[config.mk]
export PLATFORM = sky130hd
export DESIGN_NAME = cpuCore
export DESIGN_NICKNAME = d
export VERILOG_FILES = /design/src/cpuPkg.sv /design/src/cpuCore.sv /design/src/controlUnit.sv /design/src/executeUnit.sv /design/src/regFile.sv
export VERILOG_INCLUDE_DIRS = /design/src
export SDC_FILE = /design/constraint.sdc
export NUM_CORES = 1
export LEC_CHECK = 0
export ABC_CLOCK_PERIOD_IN_PS = 6600
export CORE_MARGIN = 1
export CORE_UTILIZATION = 45
export CTS_CLUSTER_DIAMETER = 80
export CTS_CLUSTER_SIZE = 30
export DETAILED_ROUTE_END_ITERATION = 10
export DONT_BUFFER_PORTS = 1
export SLEW_MARGIN = 25
export SYNTH_ARGS = -nofsm -noshare
export SYNTH_HDL_FRONTEND = slang
export SYNTH_HIERARCHICAL = 1
export SYNTH_SLANG_ARGS = --single-unit
export TNS_END_PERCENT = 30
[constraint.sdc]
create_clock -name clk -period 6.6 [get_ports clk]
set_input_delay 1.32 -clock clk [delete_from_list [all_inputs] [get_ports clk]]
set_output_delay 1.32 -clock clk [all_outputs]
set_load 0.01 [all_outputs]
[src/cpu_params.svh]
`ifndef CPU_PARAMS_SVH
`define CPU_PARAMS_SVH

// Data path and instruction width
`define DATA_W 32

// Register file
`define REG_COUNT 16
`define REG_ADDR_W 4

// Immediate operand fields
`define IMM_W 8
`define ROT_W 4

`endif
[src/cpuPkg.sv]
package cpuPkg;

  // Opcode field of a data-processing instruction
  typedef enum logic [3:0] {
    AND = 4'd0,
    EOR = 4'd1,
    SUB = 4'd2,
    RSB = 4'd3,
    ADD = 4'd4,
    ADC = 4'd5,
    SBC = 4'd6,
    RSC = 4'd7,
    TST = 4'd8,
    TEQ = 4'd9,
    CMP = 4'd10,
    CMN = 4'd11,
    ORR = 4'd12,
    MOV = 4'd13,
    BIC = 4'd14,
    MVN = 4'd15
  } aluOp_e;

  typedef enum logic [1:0] {
    IDLE,
    EXECUTE,
    RESULT
  } ctrlState_e;

  typedef struct packed {
    logic n;
    logic z;
    logic c;
    logic v;
  } flags_t;

endpackage

[src/cpuCore.sv]
`include "cpu_params.svh"

module cpuCore (
  input  logic                   clk,
  input  logic                   rstN,
  input  logic [`DATA_W-1:0]     instr,
  input  logic                   instrValid,
  input  logic                   wbReady,
  output logic                   instrReady,
  output logic                   wbValid,
  output logic                   wbWrite,
  output logic [`REG_ADDR_W-1:0] wbReg,
  output logic [`DATA_W-1:0]     wbData,
  output cpuPkg::flags_t         flags
);
  import cpuPkg::*;

  logic [`REG_ADDR_W-1:0] rdAddrA;
  logic [`REG_ADDR_W-1:0] rdAddrB;
  logic [`REG_ADDR_W-1:0] wrAddr;
  logic                   wrEn;
  logic                   useImm;
  logic                   flagEn;
  logic [`ROT_W-1:0]      immRot;
  logic [`IMM_W-1:0]      imm8;
  aluOp_e                 op;
  logic [`DATA_W-1:0]     rdDataA;
  logic [`DATA_W-1:0]     rdDataB;
  logic [`DATA_W-1:0]     aluResult;

  controlUnit u_control (
    .clk        (clk),
    .rstN       (rstN),
    .instr      (instr),
    .instrValid (instrValid),
    .instrReady (instrReady),
    .wbValid    (wbValid),
    .wbReady    (wbReady),
    .wbWrite    (wbWrite),
    .wbReg      (wbReg),
    .wbData     (wbData),
    .aluResult  (aluResult),
    .rdAddrA    (rdAddrA),
    .rdAddrB    (rdAddrB),
    .wrAddr     (wrAddr),
    .wrEn       (wrEn),
    .useImm     (useImm),
    .flagEn     (flagEn),
    .immRot     (immRot),
    .imm8       (imm8),
    .op         (op)
  );

  regFile u_regFile (
    .clk     (clk),
    .rstN    (rstN),
    .rdAddrA (rdAddrA),
    .rdAddrB (rdAddrB),
    .wrAddr  (wrAddr),
    .wrEn    (wrEn),
    .wrData  (aluResult),
    .rdDataA (rdDataA),
    .rdDataB (rdDataB)
  );

  executeUnit u_execute (
    .clk    (clk),
    .rstN   (rstN),
    .opA    (rdDataA),
    .regB   (rdDataB),
    .useImm (useImm),
    .flagEn (flagEn),
    .immRot (immRot),
    .imm8   (imm8),
    .op     (op),
    .result (aluResult),
    .flags  (flags)
  );

endmodule

[src/controlUnit.sv]
`include "cpu_params.svh"

module controlUnit (
  input  logic                   clk,
  input  logic                   rstN,
  input  logic [`DATA_W-1:0]     instr,
  input  logic                   instrValid,
  output logic                   instrReady,
  output logic                   wbValid,
  input  logic                   wbReady,
  output logic                   wbWrite,
  output logic [`REG_ADDR_W-1:0] wbReg,
  output logic [`DATA_W-1:0]     wbData,
  input  logic [`DATA_W-1:0]     aluResult,
  output logic [`REG_ADDR_W-1:0] rdAddrA,
  output logic [`REG_ADDR_W-1:0] rdAddrB,
  output logic [`REG_ADDR_W-1:0] wrAddr,
  output logic                   wrEn,
  output logic                   useImm,
  output logic                   flagEn,
  output logic [`ROT_W-1:0]      immRot,
  output logic [`IMM_W-1:0]      imm8,
  output cpuPkg::aluOp_e         op
);
  import cpuPkg::*;

  ctrlState_e         state;
  ctrlState_e         stateNext;
  logic [`DATA_W-1:0] instrQ;
  logic               sBit;
  logic               isCompare;

  always_comb
  begin
    case (state)
      IDLE:    stateNext = instrValid ? EXECUTE : IDLE;
      EXECUTE: stateNext = RESULT;
      RESULT:  stateNext = wbReady ? IDLE : RESULT;
      default: stateNext = IDLE;
    endcase
  end

  always_ff @(posedge clk or negedge rstN)
  begin
    if (!rstN)
    begin
      state <= IDLE;
    end
    else
    begin
      state <= stateNext;
    end
  end

  always_ff @(posedge clk)
  begin
    if (instrValid && instrReady)
    begin
      instrQ <= instr;
    end
  end

  // Result captured on the same edge as the register write
  always_ff @(posedge clk)
  begin
    if (state == EXECUTE)
    begin
      wbData <= aluResult;
    end
  end

  // Field decode from the held instruction
  assign op        = aluOp_e'(instrQ[24:21]);
  assign sBit      = instrQ[20];
  assign useImm    = instrQ[25];
  assign rdAddrA   = instrQ[19:16];
  assign wrAddr    = instrQ[15:12];
  assign immRot    = instrQ[11:8];
  assign imm8      = instrQ[7:0];
  assign rdAddrB   = instrQ[3:0];
  assign isCompare = op inside {TST, TEQ, CMP, CMN};

  // Compares never write but always set flags
  assign wrEn   = (state == EXECUTE) && !isCompare;
  assign flagEn = (state == EXECUTE) && (sBit || isCompare);

  assign instrReady = (state == IDLE);
  assign wbValid    = (state == RESULT);
  assign wbWrite    = wbValid && !isCompare;
  assign wbReg      = instrQ[15:12];

  assert property (@(posedge clk) disable iff (!rstN)
    !(instrReady && wbValid));

  // Result must hold until taken
  assert property (@(posedge clk) disable iff (!rstN)
    wbValid && !wbReady |=> wbValid && $stable(wbData));

endmodule

[src/executeUnit.sv]
`include "cpu_params.svh"

module executeUnit (
  input  logic               clk,
  input  logic               rstN,
  input  logic [`DATA_W-1:0] opA,
  input  logic [`DATA_W-1:0] regB,
  input  logic               useImm,
  input  logic               flagEn,
  input  logic [`ROT_W-1:0]  immRot,
  input  logic [`IMM_W-1:0]  imm8,
  input  cpuPkg::aluOp_e     op,
  output logic [`DATA_W-1:0] result,
  output cpuPkg::flags_t     flags
);
  import cpuPkg::*;

  logic [`DATA_W-1:0]   immExt;
  logic [2*`DATA_W-1:0] immPair;
  logic [`DATA_W-1:0]   opB;
  logic [`DATA_W-1:0]   addX;
  logic [`DATA_W-1:0]   addY;
  logic                 addCin;
  logic [`DATA_W:0]     addSum;
  logic                 addV;
  logic                 isArith;
  flags_t               flagQ;
  flags_t               flagD;

  // imm8 rotated right by twice the rotate field
  assign immExt  = {{(`DATA_W-`IMM_W){1'b0}}, imm8};
  assign immPair = {immExt, immExt} >> {immRot, 1'b0};
  assign opB     = useImm ? immPair[`DATA_W-1:0] : regB;

  // One adder for all arithmetic, subtraction adds the inverted operand
  always_comb
  begin
    addX    = opA;
    addY    = opB;
    addCin  = 1'b0;
    isArith = 1'b0;
    case (op)
      ADD, CMN:
      begin
        isArith = 1'b1;
      end
      ADC:
      begin
        isArith = 1'b1;
        addCin  = flagQ.c;
      end
      SUB, CMP:
      begin
        isArith = 1'b1;
        addY    = ~opB;
        addCin  = 1'b1;
      end
      SBC:
      begin
        isArith = 1'b1;
        addY    = ~opB;
        addCin  = flagQ.c;
      end
      RSB:
      begin
        isArith = 1'b1;
        addX    = opB;
        addY    = ~opA;
        addCin  = 1'b1;
      end
      RSC:
      begin
        isArith = 1'b1;
        addX    = opB;
        addY    = ~opA;
        addCin  = flagQ.c;
      end
      default:
      begin
        isArith = 1'b0;
      end
    endcase
  end

  assign addSum = {1'b0, addX} + {1'b0, addY} + {{`DATA_W{1'b0}}, addCin};
  // Overflow when both addends agree in sign and the sum does not
  assign addV   = (addX[`DATA_W-1] == addY[`DATA_W-1]) &&
                  (addSum[`DATA_W-1] != addX[`DATA_W-1]);

  always_comb
  begin
    case (op)
      AND, TST: result = opA & opB;
      EOR, TEQ: result = opA ^ opB;
      ORR:      result = opA | opB;
      MOV:      result = opB;
      BIC:      result = opA & ~opB;
      MVN:      result = ~opB;
      default:  result = addSum[`DATA_W-1:0];
    endcase
  end

  // Logical ops keep C and clear V
  assign flagD.n = result[`DATA_W-1];
  assign flagD.z = (result == '0);
  assign flagD.c = isArith ? addSum[`DATA_W] : flagQ.c;
  assign flagD.v = isArith ? addV : 1'b0;

  always_ff @(posedge clk or negedge rstN)
  begin
    if (!rstN)
    begin
      flagQ <= '0;
    end
    else if (flagEn)
    begin
      flagQ <= flagD;
    end
  end

  assign flags = flagQ;

endmodule

[src/regFile.sv]
`include "cpu_params.svh"

module regFile (
  input  logic                   clk,
  input  logic                   rstN,
  input  logic [`REG_ADDR_W-1:0] rdAddrA,
  input  logic [`REG_ADDR_W-1:0] rdAddrB,
  input  logic [`REG_ADDR_W-1:0] wrAddr,
  input  logic                   wrEn,
  input  logic [`DATA_W-1:0]     wrData,
  output logic [`DATA_W-1:0]     rdDataA,
  output logic [`DATA_W-1:0]     rdDataB
);

  logic [`DATA_W-1:0] regs [`REG_COUNT];

  always_ff @(posedge clk or negedge rstN)
  begin
    if (!rstN)
    begin
      for (int i = 0; i < `REG_COUNT; i++)
      begin
        regs[i] <= '0;
      end
    end
    else if (wrEn)
    begin
      regs[wrAddr] <= wrData;
    end
  end

  // Reads are combinational, a write shows up after the edge
  assign rdDataA = regs[rdAddrA];
  assign rdDataB = regs[rdAddrB];

  assert property (@(posedge clk) disable iff (!rstN)
    wrEn |-> !$isunknown(wrAddr));

endmodule

==> flow_summary.ini, run 1 <==
[logic_synthesis]
syn_avg_cell_area_um2 = 12.51
synth_fp_nets = 2913
ys_types = 89
syn_area_mm2 = 0.03517
yosysWarnings = 6
synth-seq-cells = 576
synth-main-ff-cell = dfrtp_1
synth_edf_count = 58
synth-seq-area-share_pct = 41.80
async_reset_ff_share_pct = 89.93
synthCells = 2812

[die]
die_w_um = 281.6
dieHeight_um = 281.6
die-area_mm2 = 0.07928
start_util_pct = 45.48
boundaryPins = 79
row_count = 102
coreArea_mm2 = 0.07734

[cells_and_area]
nFillCells = 6792
multi_input_area_mm2 = 0.01910
drive_gt1_share_pct = 35.36
seq_area_mm2 = 0.01470
nets = 2762
area_growth_pct = 6.115

[timing]
max_slew_margin_pct = -13.10
setup_viol = 0
drv_slew = 121
fin_skew_ns = 0.04115
worstMarginPinSlew_ns = 1.696
rsz0062_at_grt = no
setup_tns_ns = 0
period_needed_ns = 6.283
post-route-period-util_pct = 95.20
hold_slack_ns = 0.3930
max_freq_mhz = 159.2
hold_viol_final = 0

[clock_network]
path_clk_slew_ns = 0.10
clock_path_buffers = 3
cts_tree = built
cts_max_level = 1
cts.sinks = 576
clk_latency_ns = 0.65
post-cts-setup-buffers = 0
cts_root_buf = clkbuf_16
cts_buffers = 29

[drt]
route.detailed.drc = 0
wl_per_cell_um = 29.43
antenna_left = 0
first_iter_violations = 2504
vias = 24740
drtPass1Iterations = 6
postRouteWirelength_um = 109600
avgViaCountPerCell = 6.645

[global_route]
overflow = 0
grt_max_degree = 519
use_met1_pct = 37.99
grtUsageMet3_pct = 4.218
antenna_found_initial = 3
track_usage_pct = 27.59
use_met2_pct = 44.35
grt_pass1_wl_um = 162800
grt_pass1_vias = 25110
busiest_layer = met2

[critical_path]
crit_type = reg2reg
end_kind = flip-flop
cp_max_fo = 26
rrSetupSlack_ns = 0.32
setup.worst_path.start_class = flip-flop
crit-reg2reg-capture = u_execute/flags[2]
crit_start = u_control/instrQ[16]
r2r-start = u_control/instrQ[16]
crit_required_ns = 7.14
cp_data_arrival_time_ns = 6.82
reg2regPathDepth = 18

[placed_design]
place_congestion = 0.9268
hpwl_um = 70860
io_buffers = 0

[pwr]
power.density_mw_per_mm2 = 436.4
ir_drop_mv = 0.2380
leakagePower_uw = 0.01605

[flow_run]
max_cap_violations = 0

[outcome]
violations = slew limit
outcome = complete, but fails checks

[min_path]
min_path_type = in2async
==> what timing repair did <==
action | in CTS | in global routing
setup endpoints to repair | 0 | 1
hold buffers | 0 | 0
endpoints found under the hold margin | 0 | 0
resized for setup | 0 | 1
==> cells in the mapped netlist (all sizes together) (8+ instances only) <==
| library cell | n | area, um^2 |
|---|---|---|
| or3 | 10 | 62.56 |
| a211oi | 22 | 170.2 |
| clkbuf | 164 | 615.6 |
| nor2b | 24 | 150.1 |
| o211ai | 11 | 82.58 |
| o31ai | 9 | 67.56 |
| edfxtp | 58 | 1742 |
| and3 | 19 | 118.9 |
| a22oi | 149 | 1129 |
| nand2 | 207 | 777.0 |
| mux2 | 517 | 5822 |
| dfrtp | 518 | 12960 |
| nand2b | 21 | 146.4 |
| nand3 | 19 | 95.09 |
| o22ai | 10 | 62.56 |
| ha | 63 | 788.3 |
| nand4 | 8 | 50.05 |
| and2 | 13 | 81.33 |
| a31oi | 17 | 142.6 |
| mux2i | 24 | 240.2 |
| a21oi | 80 | 400.4 |
| o21ai | 88 | 440.4 |
| a21o | 14 | 105.1 |
| o221ai | 36 | 315.3 |
| o21a | 13 | 97.59 |
| inv | 58 | 217.7 |
| mux4 | 258 | 5811 |
| a221oi | 17 | 148.9 |
| buf | 127 | 711.9 |
| nor2 | 83 | 311.6 |
| nor3 | 22 | 110.1 |
| xnor2 | 18 | 157.7 |
==> per-stage QoR <==
| stage | util (%) | total power [uW] | setup slack (ns) | cells | cell area [um^2] |
|---|---|---|---|---|---|
| global route | 48.25 | 17190 | 0.04121 | 3721 | 37320 |
| detailed placement | 46.86 | 13880 | 0.4937 | 3670 | 36240 |
| floorplan | - | 11210 | 1.311 | 2812 | 35170 |
| finish | 48.26 | 16290 | 0.3168 | 3723 | 37320 |
| CTS | 48.25 | 16200 | 0.4412 | 3721 | 37320 |
| global placement | 46.86 | 13480 | 0.6067 | 3670 | 36240 |
==> per-layer routing <==
layer | share of wire (%) | vias up | wire (um)
li1 | - | 10470 | -
met3 | 6.7 | 250 | 7363
met2 | 47 | 1016 | 51770
met1 | 42 | 13010 | 46280
met4 | 3.8 | 2 | 4124
met5 | 0.011 | - | 12
==> critical path: stages, from the launching register on <==
cell and delay, ns:
edfxtp_1 0.66, buf_4 0.43, buf_12 0.28, mux4_2 0.53, a22oi_1 0.29, nand2_1 0.35
nand2_1 0.13, o21ai_0 0.10, ha_1 0.38, nand2_1 0.08, a211oi_1 0.48, o211ai_1 0.40
a21boi_0 0.42, a221oi_1 0.16, xnor2_1 0.19, a221o_1 0.34, nor4b_2 0.35, nand4_1 0.28
o41ai_2 0.27
==> cell type report <==
type	instances	area share (%)
Clock inverter	18	0.7811
Tap cell	1040	3.486
Multi-Input combinational cell	1886	51.17
Inverter	59	0.5933
Clock buffer	33	2.095
Sequential cell	576	39.40
Timing Repair Buffer	109	2.461
Antenna cell	2	0.01341
==> state kept, by name (all words and copies together), names as in the netlist <==
signal,count
u_control/instrQ,26
u_control/state,2
u_control/wbData,32
u_execute/flags,4
u_regFile/regs,512
==> where the power goes <==
part | internal, uW | leakage (uW) | switching, uW
logic | 3490 | 0.00800 | 4590
clock network | 999 | 0.000517 | 1300
registers | 4920 | 0.00753 | 988
==> worst max path at each step <==
stage / to / slack (ns) / cells past startpoint
global route: u_execute/flags[2] / 0.04 / 18
CTS: u_execute/flags[2] / 0.44 / 19
global placement: u_execute/flags[2] / 0.61 / 18
detailed placement: u_execute/flags[2] / 0.49 / 19
floorplan: u_regFile/regs[286] / 1.31 / 21
finish: u_execute/flags[2] / 0.32 / 18
==> kinds of logic (layout without fill, tap and decap cells) <==
kind of cell	Yosys count	after routing	share of synthesized area, %
adder cells (fa/ha/maj)	65	65	2.355
flip-flops	576	576	41.80
AO/OA/AOI/OAI	531	531	10.74
XOR/XNOR	23	23	0.5727
buffers and inverters	350	219	4.404
AND/OR/NAND/NOR	468	468	6.375
other	0	2	0
multiplexers	799	799	33.75
==> layout by cell type (no fill, tap or decap), drive strengths merged, types with 11 or more instances in the layout <==
| cell type | instances |
|---|---|
| a221oi | 17 |
| nand3 | 19 |
| and2 | 13 |
| nor2 | 83 |
| nand2b | 21 |
| a21oi | 80 |
| and3 | 19 |
| dfrtp | 518 |
| mux4 | 258 |
| o211ai | 11 |
| o21ai | 88 |
| clkbuf | 33 |
| o221ai | 36 |
| xnor2 | 18 |
| nor3 | 22 |
| mux2i | 24 |
| a22oi | 149 |
| nand2 | 207 |
| inv | 64 |
| edfxtp | 58 |
| ha | 63 |
| buf | 109 |
| mux2 | 517 |
| a211oi | 22 |
| nor2b | 24 |
| o21a | 13 |
| a21o | 14 |
| a31oi | 17 |
Power figures use the tool's default switching activity.
==> inputs of run 2 (changes only) <==
--- a/config.mk
+++ b/config.mk
@@ -7,12 +7,15 @@
 export NUM_CORES = 1
 export LEC_CHECK = 0
 export ABC_CLOCK_PERIOD_IN_PS = 6600
+export CELL_PAD_IN_SITES_DETAIL_PLACEMENT = 1
+export CELL_PAD_IN_SITES_GLOBAL_PLACEMENT = 2
 export CORE_MARGIN = 1
 export CORE_UTILIZATION = 45
 export CTS_CLUSTER_DIAMETER = 80
 export CTS_CLUSTER_SIZE = 30
 export DETAILED_ROUTE_END_ITERATION = 10
 export DONT_BUFFER_PORTS = 1
+export PLACE_DENSITY_LB_ADDON = 0.1
 export SLEW_MARGIN = 25
 export SYNTH_ARGS = -nofsm -noshare
 export SYNTH_HDL_FRONTEND = slang
==> run 2 against run 1 <==
The flow still finishes with violations (slew limit); core utilization grew 0.47 points; routed wire length grew 8.8%; first-iteration DRC count fell by 19%; non-clock buffer count increased by 19; combinational power up 3.3%; cell count up 0.89%; register-to-register slack improved by 0.06 ns; maximum frequency is 1.0% higher; clock-buffer cell count increased by 4; cell area increased by 0.97%; critical endpoint unchanged; clock skew down 0.013 ns; global-route usage is 3.1 points higher.
==> flow_summary.ini, run 2 (same netlist as run 1, synthesis figures left out) <==
[global_route]
antenna_found_initial = 4
overflow = 0
grt_pass1_wl_um = 178300
track_usage_pct = 30.65
grt_pass1_vias = 26460
grt_max_degree = 519

[drt]
postRouteWirelength_um = 119100
route.detailed.drc = 0
wl_per_cell_um = 31.72
drtPass1Iterations = 6
vias = 24920
avgViaCountPerCell = 6.635
antenna_left = 0
first_iter_violations = 2029

[timing]
max_slew_margin_pct = -64.51
hold_viol_final = 0
drv_slew = 369
post-route-period-util_pct = 94.22
worstMarginPinSlew_ns = 2.468
setup_viol = 0
period_needed_ns = 6.218
rsz0062_at_grt = no
setup_tns_ns = 0
fin_skew_ns = 0.02767
max_freq_mhz = 160.8
layout_setup_ws_ns = 0.3818

[clock_network]
cts.sinks = 576
cts_tree = built
cts_buffers = 35
cts.hold.buffers_added = 0
cts_root_buf = clkbuf_16
clk_latency_ns = 0.60
cts_max_level = 2
path_clk_slew_ns = 0.09
clock_path_buffers = 3

[die]
row_count = 102
boundaryPins = 79
die-area_mm2 = 0.07928
coreArea_mm2 = 0.07734
start_util_pct = 45.48
die_w_um = 281.6
dieHeight_um = 281.6

[outcome]
violations = slew limit
outcome = complete, but fails checks

[pwr]
power.density_mw_per_mm2 = 447.1
ir_drop_mv = 0.1792
leakagePower_uw = 0.01624

[cells_and_area]
nFillCells = 7828
drive_gt1_share_pct = 36.12
top_register = u_regFile/regs
multi_input_area_mm2 = 0.01911
seq_area_mm2 = 0.01470
mostFrequentLayoutCells = 518 x dfrtp_1, 473 x mux2_2, 258 x mux4_2
finish.utilization_pct = 48.73
final_common_cell = dfrtp_1
area_growth_pct = 7.143
largest_register_ffs = 512
reg_top3 = u_regFile/regs (512), u_control/wbData (32), u_control/instrQ (26)
nets = 2787

[placed_design]
pre_cts_ws_ns = 0.1796
place_congestion = 0.8673
hpwl_um = 78090
io_buffers = 0

[critical_path]
cp_data_arrival_time_ns = 6.70
crit_required_ns = 7.09
setup.worst_path.start_class = flip-flop
crit_type = reg2reg
cp_max_fo = 49
rrSetupSlack_ns = 0.38
end_kind = flip-flop

[min_path]
min_path_type = in2async

[flow_run]
max_cap_violations = 0
## run 2: cell count changes in the layout (fill, tap and decap cells not counted), moves of 2 or more
cell	before	now
clkbuf_16	30	35
inv_8	2	6
clkbuf_8	2	0
inv_4	0	2
clkinv_8	2	5
o21ai_1	6	4
inv_6	1	4
inv_12	2	4
buf_4	101	118
## run 2: area by class of cell
type	instances	share of cell area [%]
Timing Repair Buffer	128	2.902
Clock inverter	27	0.9628
Clock buffer	37	2.344
Antenna cell	3	0.01992
Multi-Input combinational cell	1886	50.71
Sequential cell	576	39.02
Inverter	59	0.5876
Tap cell	1040	3.453
## run 2: final timing paths
check,startpoint,end,cells after the start
worst max register to register,u_control/instrQ[0],u_execute/flags[2],19
worst min-delay path,rstN,u_execute/flags[2],0
worst max-delay path,u_control/instrQ[0],u_execute/flags[2],19
max in group asynchronous,rstN,u_control/state[0],0
min in group clk,u_regFile/regs[106],u_regFile/regs[106],1
worst min register to register,u_regFile/regs[106],u_regFile/regs[106],1
## run 2: repair_timing
item	in CTS	in global routing
buffers inserted	0	4
gates resized for setup	0	2
setup endpoints to repair	0	18
## run 2: through the flow
stage | hold WS [ns] | power [uW] | cells | instance area, um^2
final | 0.4433 | 16850 | 3756 | 37690
after global routing | 0.4259 | 17810 | 3753 | 37680
after global placement | 0.4806 | 13770 | 3686 | 36390
after floorplan | 0.4701 | 11210 | 2812 | 35170
after CTS | 0.4058 | 16820 | 3750 | 37630
after detailed placement | 0.5043 | 14220 | 3686 | 36390
## run 2: where the power goes
part / switching, uW / total (uW) / internal (uW)
Sequential: 1020 / 5940 / 4920
Combinational: 4810 / 8360 / 3550
Clock: 1430 / 2550 / 1120
## run 2: worst max-delay path, cell delays in order (launching register included)
cell	delay, ns
edfxtp_1	0.39
buf_12	0.24
buf_16	0.38
mux4_2	0.57
a22oi_1	0.20
nand2_1	0.17
nor2b_1	0.18
a31oi_1	0.45
o221ai_1	0.21
ha_1	0.46
a21oi_1	0.24
o211ai_1	0.14
a221oi_1	0.33
o21ai_0	0.30
o31a_1	0.41
xnor2_1	0.27
a21oi_1	0.13
nor4_1	0.41
nand4_1	0.25
o41ai_2	0.26
## run 2: routing by layer
metal / vias up / wire, um / global-route usage, %
li1: 10540 / - / -
met1: 13500 / 52040 / 42.24
met2: 679 / 57200 / 50.09
met3: 201 / 5597 / 3.513
met4: 2 / 4287 / 11.06
met5: - / 20 / 0
